$ cat src/design/tomasulo_issue_cfg.svh
`ifndef TOMASULO_ISSUE_CFG_SVH
`define TOMASULO_ISSUE_CFG_SVH

// entries in the issue queue
// any depth of 2 or more works, the pointers wrap explicitly
`define ISSUE_QUEUE_DEPTH 8

// general reservation stations, the branch station is extra
`define NUM_GEN_RS 4

`endif

$ cat src/design/tomasulo_issue_pkg.sv
`default_nettype none

`include "tomasulo_issue_cfg.svh"

package tomasulo_issue_pkg;

    // rv32i major opcodes handled by the decoder
    localparam logic [6:0] OPC_OP     = 7'b0110011;
    localparam logic [6:0] OPC_OP_IMM = 7'b0010011;
    localparam logic [6:0] OPC_LOAD   = 7'b0000011;
    localparam logic [6:0] OPC_STORE  = 7'b0100011;
    localparam logic [6:0] OPC_BRANCH = 7'b1100011;

    // bit 3 marks the classes without a destination register
    typedef enum logic [3:0] {
        ALU_R  = 4'b0000,
        ALU_I  = 4'b0001,
        LOAD   = 4'b0010,
        STORE  = 4'b1000,
        BRANCH = 4'b1001
    } op_class_e;

    typedef struct packed {
        logic [6:0] funct7;
        logic [4:0] rs2;
        logic [4:0] rs1;
        logic [2:0] funct3;
        logic [4:0] rd;
        logic [6:0] opcode;
    } r_fmt_t;

    typedef struct packed {
        logic [11:0] imm_11_0;
        logic [4:0]  rs1;
        logic [2:0]  funct3;
        logic [4:0]  rd;
        logic [6:0]  opcode;
    } i_fmt_t;

    typedef struct packed {
        logic [6:0] imm_11_5;
        logic [4:0] rs2;
        logic [4:0] rs1;
        logic [2:0] funct3;
        logic [4:0] imm_4_0;
        logic [6:0] opcode;
    } s_fmt_t;

    typedef struct packed {
        logic       imm_12;
        logic [5:0] imm_10_5;
        logic [4:0] rs2;
        logic [4:0] rs1;
        logic [2:0] funct3;
        logic [3:0] imm_4_1;
        logic       imm_11;
        logic [6:0] opcode;
    } b_fmt_t;

    // one instruction word, four ways to look at it
    typedef union packed {
        r_fmt_t r_fmt;
        i_fmt_t i_fmt;
        s_fmt_t s_fmt;
        b_fmt_t b_fmt;
    } instr_fmt_u;

    typedef struct packed {
        op_class_e   op;
        logic [4:0]  src1_reg;
        logic        src1_valid;
        logic [4:0]  src2_reg;
        logic        src2_valid;
        logic [31:0] src2_data;
        logic [2:0]  funct3;
        logic        funct7_b5;
        logic [4:0]  rd;
        logic [31:0] pc;
    } ctl_word_t;

    typedef struct packed {
        logic [`NUM_GEN_RS-1:0] rs_free;
        logic                   rsbr_free;
        logic                   rob_full;
    } rs_status_t;

    typedef struct packed {
        logic                   rob_load;
        logic                   regfile_allocate;
        logic [`NUM_GEN_RS-1:0] rs_load;
        logic                   rsbr_load;
    } dispatch_t;

endpackage

`default_nettype wire

$ cat src/design/dispatch_ctrl.sv
`default_nettype none
`timescale 1ns/1ns

`include "tomasulo_issue_cfg.svh"

module dispatch_ctrl (
    input  logic                           head_valid_i,
    input  tomasulo_issue_pkg::ctl_word_t  head_i,
    input  tomasulo_issue_pkg::rs_status_t status_i,
    output logic                           yumi_o,
    output tomasulo_issue_pkg::dispatch_t  dispatch_o,
    output tomasulo_issue_pkg::ctl_word_t  ctl_o
);

    import tomasulo_issue_pkg::*;

    logic [`NUM_GEN_RS-1:0] gen_pick;
    logic                   gen_found;
    logic                   is_branch;
    logic                   can_issue;

    // lowest index free station wins
    always_comb begin
        gen_pick  = '0;
        gen_found = 1'b0;
        for (int k = 0; k < `NUM_GEN_RS; k++) begin
            if (status_i.rs_free[k] && !gen_found) begin
                gen_pick[k] = 1'b1;
                gen_found   = 1'b1;
            end
        end
    end

    assign is_branch = (head_i.op == BRANCH);

    // head valid with room in the rob and its station free
    always_comb begin
        can_issue = 1'b0;
        if (head_valid_i && !status_i.rob_full) begin
            can_issue = is_branch ? status_i.rsbr_free : gen_found;
        end
    end

    always_comb begin
        dispatch_o = '0;
        if (can_issue) begin
            dispatch_o.rob_load = 1'b1;
            if (is_branch) begin
                dispatch_o.rsbr_load = 1'b1;
            end else begin
                dispatch_o.rs_load = gen_pick;
            end
            // stores and branches get no tag
            dispatch_o.regfile_allocate = ~head_i.op[3];
        end
    end

    assign yumi_o = can_issue;
    assign ctl_o  = head_i;

endmodule

`default_nettype wire

$ cat src/design/instr_decoder.sv
`default_nettype none
`timescale 1ns/1ns

module instr_decoder (
    input  logic                           clk,
    input  logic                           rst_n_i,
    input  tomasulo_issue_pkg::instr_fmt_u instr_i,
    input  logic [31:0]                    pc_i,
    input  logic                           instr_valid_i,
    output logic                           instr_ready_o,
    output logic                           ctl_valid_o,
    output tomasulo_issue_pkg::ctl_word_t  ctl_o,
    input  logic                           ctl_ready_i
);

    import tomasulo_issue_pkg::*;

    ctl_word_t ctl_d;
    ctl_word_t ctl_q;
    logic      supported_d;
    logic      ctl_valid_q;
    logic      accept;

    always_comb begin
        ctl_d       = '0;
        ctl_d.op    = ALU_R;
        ctl_d.pc    = pc_i;
        supported_d = 1'b1;

        case (instr_i.r_fmt.opcode)
            OPC_OP: begin
                ctl_d.op         = ALU_R;
                ctl_d.src1_reg   = instr_i.r_fmt.rs1;
                ctl_d.src1_valid = 1'b1;
                ctl_d.src2_reg   = instr_i.r_fmt.rs2;
                ctl_d.src2_valid = 1'b1;
                ctl_d.funct3     = instr_i.r_fmt.funct3;
                ctl_d.funct7_b5  = instr_i.r_fmt.funct7[5];
                ctl_d.rd         = instr_i.r_fmt.rd;
            end
            OPC_OP_IMM: begin
                ctl_d.op         = ALU_I;
                ctl_d.src1_reg   = instr_i.i_fmt.rs1;
                ctl_d.src1_valid = 1'b1;
                ctl_d.src2_data  = {{20{instr_i.i_fmt.imm_11_0[11]}},
                                    instr_i.i_fmt.imm_11_0};
                ctl_d.funct3     = instr_i.i_fmt.funct3;
                // srli vs srai, bit 30 of the word
                if (instr_i.i_fmt.funct3 == 3'b101) begin
                    ctl_d.funct7_b5 = instr_i.r_fmt.funct7[5];
                end
                ctl_d.rd         = instr_i.i_fmt.rd;
            end
            OPC_LOAD: begin
                ctl_d.op         = LOAD;
                ctl_d.src1_reg   = instr_i.i_fmt.rs1;
                ctl_d.src1_valid = 1'b1;
                ctl_d.src2_data  = {{20{instr_i.i_fmt.imm_11_0[11]}},
                                    instr_i.i_fmt.imm_11_0};
                ctl_d.funct3     = instr_i.i_fmt.funct3;
                ctl_d.rd         = instr_i.i_fmt.rd;
            end
            OPC_STORE: begin
                ctl_d.op         = STORE;
                ctl_d.src1_reg   = instr_i.s_fmt.rs1;
                ctl_d.src1_valid = 1'b1;
                ctl_d.src2_reg   = instr_i.s_fmt.rs2;
                ctl_d.src2_valid = 1'b1;
                ctl_d.src2_data  = {{20{instr_i.s_fmt.imm_11_5[6]}},
                                    instr_i.s_fmt.imm_11_5,
                                    instr_i.s_fmt.imm_4_0};
                ctl_d.funct3     = instr_i.s_fmt.funct3;
            end
            OPC_BRANCH: begin
                ctl_d.op         = BRANCH;
                ctl_d.src1_reg   = instr_i.b_fmt.rs1;
                ctl_d.src1_valid = 1'b1;
                ctl_d.src2_reg   = instr_i.b_fmt.rs2;
                ctl_d.src2_valid = 1'b1;
                // 13-bit offset, lsb always zero
                ctl_d.src2_data  = {{19{instr_i.b_fmt.imm_12}},
                                    instr_i.b_fmt.imm_12,
                                    instr_i.b_fmt.imm_11,
                                    instr_i.b_fmt.imm_10_5,
                                    instr_i.b_fmt.imm_4_1,
                                    1'b0};
                ctl_d.funct3     = instr_i.b_fmt.funct3;
            end
            default: begin
                // swallowed here, nothing goes downstream
                supported_d = 1'b0;
            end
        endcase
    end

    // register empty, or its word leaves this cycle
    assign instr_ready_o = ~ctl_valid_q | ctl_ready_i;
    assign accept        = instr_valid_i & instr_ready_o;

    always_ff @(posedge clk or negedge rst_n_i) begin
        if (!rst_n_i) begin
            ctl_valid_q <= 1'b0;
        end else if (accept) begin
            ctl_valid_q <= supported_d;
        end else if (ctl_ready_i) begin
            ctl_valid_q <= 1'b0;
        end
    end

    always_ff @(posedge clk) begin
        if (accept) begin
            ctl_q <= ctl_d;
        end
    end

    assign ctl_valid_o = ctl_valid_q;
    assign ctl_o       = ctl_q;

endmodule

`default_nettype wire

$ cat src/design/issue_queue.sv
`default_nettype none
`timescale 1ns/1ns

`include "tomasulo_issue_cfg.svh"

module issue_queue (
    input  logic                          clk,
    input  logic                          rst_n_i,
    input  tomasulo_issue_pkg::ctl_word_t data_i,
    input  logic                          valid_i,
    output logic                          ready_o,
    output logic                          valid_o,
    output tomasulo_issue_pkg::ctl_word_t data_o,
    input  logic                          yumi_i
);

    import tomasulo_issue_pkg::*;

    localparam int DEPTH = `ISSUE_QUEUE_DEPTH;
    localparam int AW    = $clog2(DEPTH);
    localparam int CW    = $clog2(DEPTH + 1);

    localparam logic [AW-1:0] LAST_PTR   = AW'(DEPTH - 1);
    localparam logic [CW-1:0] FULL_COUNT = CW'(DEPTH);

    ctl_word_t     mem [DEPTH];
    logic [AW-1:0] wr_ptr;
    logic [AW-1:0] rd_ptr;
    logic [CW-1:0] count;
    logic          enq;
    logic          deq;

    // full queue still takes a word when the head leaves
    assign ready_o = (count != FULL_COUNT) | yumi_i;
    assign valid_o = (count != '0);
    assign data_o  = mem[rd_ptr];

    assign enq = valid_i & ready_o;
    assign deq = yumi_i & valid_o;

    always_ff @(posedge clk or negedge rst_n_i) begin
        if (!rst_n_i) begin
            wr_ptr <= '0;
            rd_ptr <= '0;
            count  <= '0;
        end else begin
            if (enq) begin
                wr_ptr <= (wr_ptr == LAST_PTR) ? '0 : wr_ptr + 1'b1;
            end
            if (deq) begin
                rd_ptr <= (rd_ptr == LAST_PTR) ? '0 : rd_ptr + 1'b1;
            end
            if (enq && !deq) begin
                count <= count + 1'b1;
            end else if (deq && !enq) begin
                count <= count - 1'b1;
            end
        end
    end

    always_ff @(posedge clk) begin
        if (enq) begin
            mem[wr_ptr] <= data_i;
        end
    end

endmodule

`default_nettype wire

$ cat src/design/issue_stage_top.sv
`default_nettype none
`timescale 1ns/1ns

module issue_stage_top (
    input  logic                           clk,
    input  logic                           rst_n_i,
    input  tomasulo_issue_pkg::instr_fmt_u instr_i,
    input  logic [31:0]                    pc_i,
    input  logic                           instr_valid_i,
    output logic                           instr_ready_o,
    input  tomasulo_issue_pkg::rs_status_t status_i,
    output tomasulo_issue_pkg::dispatch_t  dispatch_o,
    output tomasulo_issue_pkg::ctl_word_t  ctl_o
);

    import tomasulo_issue_pkg::*;

    logic      dec_valid;
    ctl_word_t dec_ctl;
    logic      q_ready;
    logic      head_valid;
    ctl_word_t head;
    logic      yumi;

    instr_decoder instr_decoder_i (
        .clk           (clk),
        .rst_n_i       (rst_n_i),
        .instr_i       (instr_i),
        .pc_i          (pc_i),
        .instr_valid_i (instr_valid_i),
        .instr_ready_o (instr_ready_o),
        .ctl_valid_o   (dec_valid),
        .ctl_o         (dec_ctl),
        .ctl_ready_i   (q_ready)
    );

    issue_queue issue_queue_i (
        .clk     (clk),
        .rst_n_i (rst_n_i),
        .data_i  (dec_ctl),
        .valid_i (dec_valid),
        .ready_o (q_ready),
        .valid_o (head_valid),
        .data_o  (head),
        .yumi_i  (yumi)
    );

    // head goes out as ctl_o, valid only with rob_load
    dispatch_ctrl dispatch_ctrl_i (
        .head_valid_i (head_valid),
        .head_i       (head),
        .status_i     (status_i),
        .yumi_o       (yumi),
        .dispatch_o   (dispatch_o),
        .ctl_o        (ctl_o)
    );

endmodule

`default_nettype wire

$ cat config.mk
export PLATFORM = sky130hd
export DESIGN_NAME = issue_stage_top
export DESIGN_NICKNAME = d
export VERILOG_FILES = /design/src/design/tomasulo_issue_pkg.sv /design/src/design/dispatch_ctrl.sv /design/src/design/instr_decoder.sv /design/src/design/issue_queue.sv /design/src/design/issue_stage_top.sv
export VERILOG_INCLUDE_DIRS = /design/src /design/src/design
export SDC_FILE = /design/constraint.sdc
export NUM_CORES = 1
export LEC_CHECK = 0
export BUFFER_PORTS_ARGS = -buffer_cell sky130_fd_sc_hd__buf_2
export CAP_MARGIN = 10
export CORE_ASPECT_RATIO = 1.25
export CORE_MARGIN = 2
export CORE_UTILIZATION = 31
export DETAILED_ROUTE_END_ITERATION = 10
export PLACE_DENSITY = 0.56
export SLEW_MARGIN = 20
export SYNTH_ARGS = -nofsm -noshare
export SYNTH_HDL_FRONTEND = slang
export SYNTH_SLANG_ARGS = --single-unit
$ cat constraint.sdc
create_clock -name clk -period 9.3 [get_ports clk]
set_clock_uncertainty 0.2 [all_clocks]
set_input_delay 1.86 -clock clk [delete_from_list [all_inputs] [get_ports clk]]
set_output_delay 1.86 -clock clk [all_outputs]
set_load 0.005 [all_outputs]
# After elaboration in Yosys (flattened, before gate mapping)
# Memories as Yosys holds them, arrays and structs flattened.
# Index checks and enable logic that the tools add are counted.
[totals]
regBits = 100
in_bits = 73
ramBits = 712
out_inout_bits = 97
word_cells = 81
memories = 1
[op_classes]
reduce_logical = 19
add_sub_neg = 4
n_eq_ne = 10
mux = 26
bitwise = 7
[mem_list]
columns = ["name", "depth", "width", "rd", "rd_ports_with_merged_regs", "wr", "line", "text"]
rows = [
  ["issue_queue_i.mem", 8, 89, 1, 0, 1, "issue_queue.sv:26", "ctl_word_t mem [DEPTH];"],
]
[ops]
columns = ["op", "n"]
rows = [
  ["$pmux 32 s3", 1],
  ["$pmux 10 s5", 1],
  ["$mux 1", 17],
  ["$eq 7x6->1 const B", 2],
  ["$mux 4", 3],
  ["$eq 3x3->1 const B", 3],
  ["$eq 7x2->1 const B", 1],
  ["$eq 7x5->1 const B", 1],
  ["$eq 7x7->1 const B", 1],
  ["$mux 7", 1],
  ["$add 3x1->3 const B", 2],
  ["$logic_and 1x1->1", 6],
  ["$logic_not 1->1", 6],
  ["$mux 3", 2],
  ["$reduce_or 3->1", 2],
  ["$reduce_or 5->1", 1],
  ["$add 4x1->4 const B", 1],
  ["$eq 4x4->1 const B", 1],
  ["$ne 4x4->1 const B", 1],
  ["$reduce_bool 2->1", 2],
  ["$reduce_bool 4->1", 1],
  ["$sub 4x1->4 const B", 1],
  ["$and 1x1->1", 3],
  ["$not 1->1", 2],
  ["3 further kinds", 4],
]

# Logic depth before layout (Yosys ltp)
# Gate-level depths: netlist of run 1.
[depth]
depth_word = 18
depth_mapped = 17
mapped_depth_nobuf = 13

# By module
# Synthesis of run 1 repeated with hierarchy kept, for this count alone.
[unflattened]
hier_cells = 1355
hier_area_um2 = 30902.1
[by_module_without_submodules]
columns = ["module", "area_per_inst_um2", "seq_area_each_um2", "cells_per_inst", "instances"]
rows = [
  ["issue_queue", 27373.8, 21630.7, 1097, 1],
  ["instr_decoder", 2728.9, 2097.0, 154, 1],
  ["dispatch_ctrl", 799.5, 0.0, 104, 1],
]

# Worst setup path after synthesis of run 1
# Ideal clock, no wire load.
[synth_timing]
path_type = "input to register"
from = "input status_i[4] (netlist bit)"
to = "memory issue_queue_i.mem[4][0] (netlist bit), enable pin"
t_arrival_ns = 9.787
required_time_ns = 8.410
slack_ns = -1.377
path_stages = 5
path_buffers = 0
setup_ns = 0.690
cell_sequence = "nor2_1 > a211o_1 > a31oi_2 > o31ai_4 > nor4b_1"
[synth_between]
elab_chain_cells = 11
[synth_lines]
columns = ["item", "line", "text"]
rows = [
  ["start: declaration", "issue_stage_top.sv:11", "input tomasulo_issue_pkg::rs_status_t status_i,"],
  ["$logic_and 1x1->1 *", "dispatch_ctrl.sv:27", "if (status_i.rs_free[k] && !gen_found) begin"],
  ["$mux 1 *", "dispatch_ctrl.sv:27", ""],
  ["$logic_not 1->1", "dispatch_ctrl.sv:27", ""],
  ["$logic_and 1x1->1", "dispatch_ctrl.sv:27", ""],
  ["$mux 1 *", "dispatch_ctrl.sv:27", ""],
  ["$mux 1 *", "dispatch_ctrl.sv:40", "can_issue = is_branch ? status_i.rsbr_free : gen_found;"],
  ["$mux 1 *", "dispatch_ctrl.sv:39", "if (head_valid_i && !status_i.rob_full) begin"],
  ["$or 1x1->1 *", "issue_queue.sv:34", "assign ready_o = (count != FULL_COUNT) | yumi_i;"],
  ["$and 1x1->1 *", "issue_queue.sv:38", "assign enq = valid_i & ready_o;"],
  ["$mux 1 *", "issue_queue.sv:62", "if (enq) begin"],
  ["$mux 1 (not written as such) *", "issue_queue.sv:63", "mem[wr_ptr] <= data_i;"],
  ["end: declaration", "issue_queue.sv:26", ""],
]
# Mark *: on every way between the ends. The rest lies on a longest branch, timed or not.

==> flow_summary.yaml, run 1 <==
timing:
  min_period_over_period_pct: 67.8
  period_minus_slack_ns: 6.30
  hold_ws_ns: 0.297
  rsz0062_at_grt: "no"
  final_hold_viol_count: 0
  slew_headroom_pct: 29.0
  drv_slew: 0
  worst_slack_ns: 3.00
  setup_tns_ns: 0
  setup-violations-final: 0
  max_freq_ghz: 0.159
  worst_slew_pin_slew_ns: 1.06
cts:
  clock_path_buffers: 3
  cts_setup_buffers: 0
  hold_buffers: 0
  cts_tree: "yes"
  cts_sinks: 632
  post_cts_resized: 0
  h-tree-depth: 2
  cts_buffers: 57
  cts-root-buf: "clkbuf_16"
  path_clk_slew_ns: 0.06
  clk_latency_ns: 0.60
floorplanning:
  die_height_um: 315
  die-area_um2: 79700
  start_util_pct: 31.2
  rows: 114
  core_area_um2: 77000
  pin_count: 170
  chipWidth_um: 253
logic_synthesis:
  ys_ff_latch: 632
  yosys-top-cells-count: "edfxtp_1, mux4_2, mux2_2"
  avgSynthCellArea_um2: 23.5
  synth_top_cell_by_area: "edfxtp_1"
  syn_inst: 1023
  synthArstFlopShare_pct: 1.74
  yosysSeqAreaShare_pct: 78.9
  synth_top_flop_cell: "edfxtp_1"
  yosysMostFrequentCell: "edfxtp_1"
  synth_top_area_share_pct: 77.7
  yosys_warnings: 0
  syn_area_um2: 24000
  yosys-top-cells-area: "edfxtp_1, mux4_2, mux2_2, dfrtp_1, buf_4"
  ys_types: 46
  synth-edff-count: 621
  syn_nets: 1104
routing:
  first_pass_iters: 4
  drtAntennaViolNets: 0
  drc: 0
  drt_iter0_drc: 713
  via_per_inst: 4.76
  wl_per_cell_um: 23.3
  totalWireLength_um: 52200
  num_vias: 10700
pwr:
  clkPwrFrac_pct: 31.1
  power_frac_comb_pct: 24.5
  p_switching_w: 0.00200
  power.internal_w: 0.00551
  leakage_nw: 9.06
  p_per_area_nw_per_um2: 270
  ir_drop_mv: 0.169
  power_frac_seq_pct: 44.4
  netSwitchingFraction_pct: 26.6
grt:
  grt-ovfl-total: 0
  first_global_vias: 11500
  grtUsageTotal_pct: 13.2
  antenna_found_initial: 3
  grt_pass1_wl_um: 76600
  grt_start_max_net_pins: 68
final_layout:
  multiInputGateArea_um2: 4770
  drive_gt1_share_pct: 40.2
  layout-area-overhead-vs-synth_pct: 16.0
  nFillCells: 7072
  ff_latch_area_um2: 18900
  fin_nets: 1291
hold_path:
  hold_class: "flop to flop"
worst_setup_path:
  path_class: "flop to output pin"
  cp_common_cell: "buf_4"
  worstSetupStartpointType: "flop"
  path_cells: "buf_4, buf_4, mux4_2, mux2_2, buf_2"
  worstPathArrival_ns: 4.24
  critPathSlowestCell: "dfrtp_4"
  cp.required_ns: 7.24
  path_max_fanout: 43
  end_kind: "output pin"
  slowest_delay_ns: 0.94
place:
  dp_slack_ns: 3.53
  dp_hpwl_um: 29800
  portBuffers: 168
  gp_congestion: 0.719
flow_run:
  maxCapViolations: 0
status:
  status: "completed"
## per-layer routing
layer,part of all wire [%],GRT usage (%),up-vias
li1,-,-,4627
met1,41,16.7,5694
met2,51,23.0,283
met3,4.9,2.20,74
met4,2.7,4.44,0
met5,0,0,-
## metrics by stage
stage	util [%]	cells	power (W)	instance area, um^2
after global routing	36.2	2243	0.00789	27800
final	36.2	2243	0.00752	27800
after detailed placement	33.7	2137	0.00531	26000
after floorplan	-	1023	0.00466	24000
after global placement	33.7	2137	0.00530	26000
after CTS	36.1	2241	0.00767	27800
## flip-flops by register name, summed over array words and instances (netlist names)
signal / cells
issue_queue_i.count: 4
instr_decoder_i.ctl_valid_o: 1
instr_decoder_i.ctl_o: 69
issue_queue_i.mem: 552
issue_queue_i.wr_ptr: 3
issue_queue_i.rd_ptr: 3
## power by group through the flow
| stage | clock, W | combinational (W) | sequential [W] |
|---|---|---|---|
| 3_3_place_gp | 0 | 0.00190 | 0.00340 |
| 4_1_cts | 0.00241 | 0.00191 | 0.00334 |
| 6_report | 0.00233 | 0.00184 | 0.00334 |
| 2_1_floorplan | 0 | 0.00139 | 0.00327 |
| 5_1_grt | 0.00252 | 0.00202 | 0.00336 |
| 3_5_place_dp | 0 | 0.00190 | 0.00341 |
## area by class of cell
cell class / count / share of cell area [%]
Sequential cell: 632 / 68.0
Inverter: 6 / 0.0809
Clock buffer: 77 / 5.58
Antenna cell: 2 / 0.0180
Multi-Input combinational cell: 320 / 17.1
Clock inverter: 27 / 1.07
Timing Repair Buffer: 193 / 3.69
Tap cell: 986 / 4.43
## logic make-up (layout without fill, tap and decap cells)
| group | after synthesis | count (layout) | synth area share (%) |
|---|---|---|---|
| compound gates | 19 | 19 | 0.626 |
| xor+xnor | 4 | 4 | 0.146 |
| fa+ha+maj | 8 | 8 | 0.448 |
| buf+inv | 71 | 303 | 1.54 |
| flops | 632 | 632 | 78.9 |
| mux | 214 | 214 | 16.6 |
| other cells | 1 | 3 | 0.0156 |
| simple gates | 74 | 74 | 1.79 |
## worst paths after layout
check,from,end,slack [ns],cells after the start
setup / recovery,issue_queue_i.rd_ptr[0]$_DFFE_PN0P_,ctl_o[32],3.00,5
hold / removal,issue_queue_i.count[3]$_DFFE_PN0P_,issue_queue_i.count[3]$_DFFE_PN0P_,0.30,1
setup reg to reg,issue_queue_i.rd_ptr[0]$_DFFE_PN0P_,issue_queue_i.mem[4][32]$_DFFE_PP_,4.48,7
hold reg to reg,issue_queue_i.count[3]$_DFFE_PN0P_,issue_queue_i.count[3]$_DFFE_PN0P_,0.30,1
max in group asynchronous,rst_n_i,issue_queue_i.rd_ptr[0]$_DFFE_PN0P_,7.71,1
min in group asynchronous,rst_n_i,issue_queue_i.count[3]$_DFFE_PN0P_,0.94,1
## worst max-delay path: cells and delay by family (launching register included)
family	cells	cell delay (ns)
buffers and inverters	3	1.69
DFF	1	0.94
muxes	2	0.88
## cell usage in the layout (no fill, tap or decap), types with 3 or more instances in the layout
cell type  count
a21oi_1        5
nor4b_2        3
clkinv_1       5
buf_4         25
a22o_1         5
edfxtp_1     621
xnor2_1        3
buf_2        168
and2_1        18
clkinv_2      10
nand2_1        9
inv_6          3
nor2b_1        8
mux2_4         3
clkbuf_1      17
mux2_2        72
dfrtp_1        8
nor2_1        13
ha_1           7
dfrtp_4        3
inv_1          6
nor3_1         4
bufinv_16      6
clkbuf_16     59
mux4_2       138
No activity file was read; power rests on OpenSTA's default activity.
==> run 2: changes to the inputs <==
--- a/config.mk
+++ b/config.mk
@@ -6,6 +6,7 @@
 export SDC_FILE = /design/constraint.sdc
 export NUM_CORES = 1
 export LEC_CHECK = 0
+export ABC_AREA = 1
 export BUFFER_PORTS_ARGS = -buffer_cell sky130_fd_sc_hd__buf_2
 export CAP_MARGIN = 10
 export CORE_ASPECT_RATIO = 1.25
==> constraint.sdc (replaced) <==
create_clock -name clk -period 5.6 [get_ports clk]
set_clock_uncertainty 0.2 [all_clocks]
set_input_delay 1.12 -clock clk [delete_from_list [all_inputs] [get_ports clk]]
set_output_delay 1.12 -clock clk [all_outputs]
set_load 0.005 [all_outputs]
==> run 2 against run 1 <==
  * Combinational power up 110%
  * Highest routed layer unchanged
  * Non-clock buffer count grew 2
  * Largest power group unchanged
  * Clock-buffer cell count increased by 7
  * Routed wire length up 15%
  * Largest cell class unchanged
  * Critical path type unchanged
  * Power grew 80%
==> flow_summary.yaml, run 2 <==
logic_synthesis:
  yosys-top-cells-area: "edfxtp_1, nor2_1, o21ai_0, o22ai_1, a31oi_1"
  syn_area_um2: 24600
  synth_top_cell_by_area: "edfxtp_1"
  ys_types: 34
  yosysMostFrequentCell: "edfxtp_1"
  synthArstFlopShare_pct: 1.74
  syn_inst: 1861
  synth-edff-count: 621
  syn_nets: 1942
  ys_ff_latch: 632
  yosys-top-cells-count: "edfxtp_1, nor2_1, o21ai_0"
  synth_top_area_share_pct: 75.7
  yosys_warnings: 0
  avgSynthCellArea_um2: 13.2
  yosysSeqAreaShare_pct: 76.8
  synth_top_flop_cell: "edfxtp_1"
floorplanning:
  core_area_um2: 78700
  rows: 115
  die_height_um: 319
  start_util_pct: 31.3
  die-area_um2: 81700
  chipWidth_um: 256
  pin_count: 170
worst_setup_path:
  path_class: "flop to output pin"
  worstPathArrival_ns: 3.61
  path_max_fanout: 132
  worstSetupStartpointType: "flop"
  cp.required_ns: 4.28
  end_kind: "output pin"
routing:
  drc: 0
  num_vias: 14900
  drtAntennaViolNets: 0
  wl_per_cell_um: 19.4
  via_per_inst: 4.82
  drt_iter0_drc: 1230
  totalWireLength_um: 60200
  first_pass_iters: 5
cts:
  cts_sinks: 632
  path_clk_slew_ns: 0.06
  cts-root-buf: "clkbuf_16"
  h-tree-depth: 3
  cts_tree: "yes"
  clk_latency_ns: 0.61
  clock_path_buffers: 3
  cts_setup_buffers: 0
  hold_buffers: 0
  cts_buffers: 68
  post_cts_resized: 0
pwr:
  power.internal_w: 0.00905
  power_frac_seq_pct: 40.0
  ir_drop_mv: 0.418
  clkPwrFrac_pct: 31.6
  p_switching_w: 0.00451
  p_per_area_nw_per_um2: 473
  leakage_nw: 9.78
  power_frac_comb_pct: 28.4
  netSwitchingFraction_pct: 33.3
grt:
  first_global_vias: 14800
  antenna_found_initial: 1
  grt_start_max_net_pins: 186
  grtUsageTotal_pct: 14.6
  grt-ovfl-total: 0
  grt_pass1_wl_um: 90100
final_layout:
  regMostFlops: "issue_queue_i.mem"
  mostFrequentLayoutCells: "edfxtp_1, nor2_1, o21ai_0"
  stdcell_count: 3102
  largest_reg_flops: 552
  fin_util_pct: 36.4
  drive_gt1_share_pct: 15.4
  nFillCells: 7523
  fin_nets: 2080
  multiInputGateArea_um2: 4880
  final_common_cell: "edfxtp_1"
  layout-area-overhead-vs-synth_pct: 16.5
  ff_latch_area_um2: 18900
timing:
  min_period_over_period_pct: 88.0
  drv_slew: 0
  max_freq_ghz: 0.203
  slew_headroom_pct: 36.4
  rsz0062_at_grt: "no"
  worst_slew_pin_slew_ns: 0.953
  setup_tns_ns: 0
  worst_slack_ns: 0.671
  hold_ws_ns: 0.188
  final_hold_viol_count: 0
  setup-violations-final: 0
  period_minus_slack_ns: 4.93
place:
  portBuffers: 168
  dp_hpwl_um: 32600
  placed_cells_incl_taps: 2982
  dp_slack_ns: 1.16
  gp_congestion: 0.748
flow_run:
  maxCapViolations: 0
status:
  status: "completed"
hold_path:
  hold_class: "input pin to async pin"
==> run 2: cell count changes after synthesis, sizes merged, moves of 32 or more <==
cell    delta
mux4     -138
mux2      -75
inv       +56
clkbuf    +32
a31oi     +63
nor2     +498
o21ai    +270
o22ai     +70
nand2     +53
==> run 2: metrics by stage <==
step | cell area, um^2 | total power, W
after floorplan | 24600 | 0.00807
after global placement | 26600 | 0.00940
after detailed placement | 26600 | 0.00946
after CTS | 28700 | 0.0138
after global routing | 28700 | 0.0143
final | 28700 | 0.0136
==> run 2: path summary, 6_finish.rpt <==
kind	slack, ns	startpoint	cells after the start	endpoint
min in group clk	0.27	issue_queue_i.count[3]$_DFFE_PN0P_	1	issue_queue_i.count[3]$_DFFE_PN0P_
hold / removal	0.19	rst_n_i	1	instr_decoder_i.ctl_valid_o$_DFFE_PN0P_
setup reg to reg	1.46	issue_queue_i.rd_ptr[0]$_DFFE_PN0P_	20	issue_queue_i.count[3]$_DFFE_PN0P_
setup / recovery	0.67	issue_queue_i.rd_ptr[0]$_DFFE_PN0P_	7	ctl_o[73]
max in group asynchronous	4.76	rst_n_i	1	issue_queue_i.rd_ptr[0]$_DFFE_PN0P_
hold reg to reg	0.27	issue_queue_i.count[3]$_DFFE_PN0P_	1	issue_queue_i.count[3]$_DFFE_PN0P_
==> run 2: layout make-up <==
| cell class | instances | area share [%] |
|---|---|---|
| flip-flops and latches | 632 | 66.0 |
| multi-input cells | 1040 | 17.0 |
| clock buffers | 84 | 6.21 |
| well taps | 1053 | 4.59 |
| repair buffers | 195 | 4.16 |
| clock inverters | 35 | 1.16 |
| inverters | 62 | 0.859 |
| diodes | 1 | 0.00872 |
==> run 2: logic make-up (layout without fill, tap and decap cells) <==
family | Yosys count | after routing | share of synthesized area, %
AO/OA/AOI/OAI | 412 | 412 | 9.08
XOR/XNOR | 3 | 3 | 0.107
adder cells (fa/ha/maj) | 8 | 8 | 0.437
buffers and inverters | 189 | 376 | 3.52
flip-flops | 632 | 632 | 76.8
other | 1 | 2 | 0.0152
AND/OR/NAND/NOR | 616 | 616 | 10.0
==> run 2: worst max-delay path: stages (launching register included) <==
cell	delay [ns]
dfrtp_4	0.65
inv_8	0.59
buf_4	0.76
o21ai_0	0.16
o22ai_1	0.16
nor2_1	0.05
a31oi_1	0.38
buf_2	0.20
==> run 2: per-layer routing <==
metal | up-vias | part of all wire, % | track usage, %
met2 | 441 | 49 | 24.5
met5 | - | 0 | 0
met3 | 79 | 5.6 | 2.36
li1 | 6969 | - | -
met4 | 0 | 2.5 | 5.39
met1 | 7458 | 43 | 18.9
==> run 2: power by group through the flow <==
stage / Sequential, W / Clock (W) / Combinational (W)
2_1_floorplan: 0.00544 / 0 / 0.00263
6_report: 0.00542 / 0.00429 / 0.00385
3_3_place_gp: 0.00552 / 0 / 0.00388
4_1_cts: 0.00543 / 0.00440 / 0.00395
5_1_grt: 0.00544 / 0.00458 / 0.00430
3_5_place_dp: 0.00553 / 0 / 0.00394
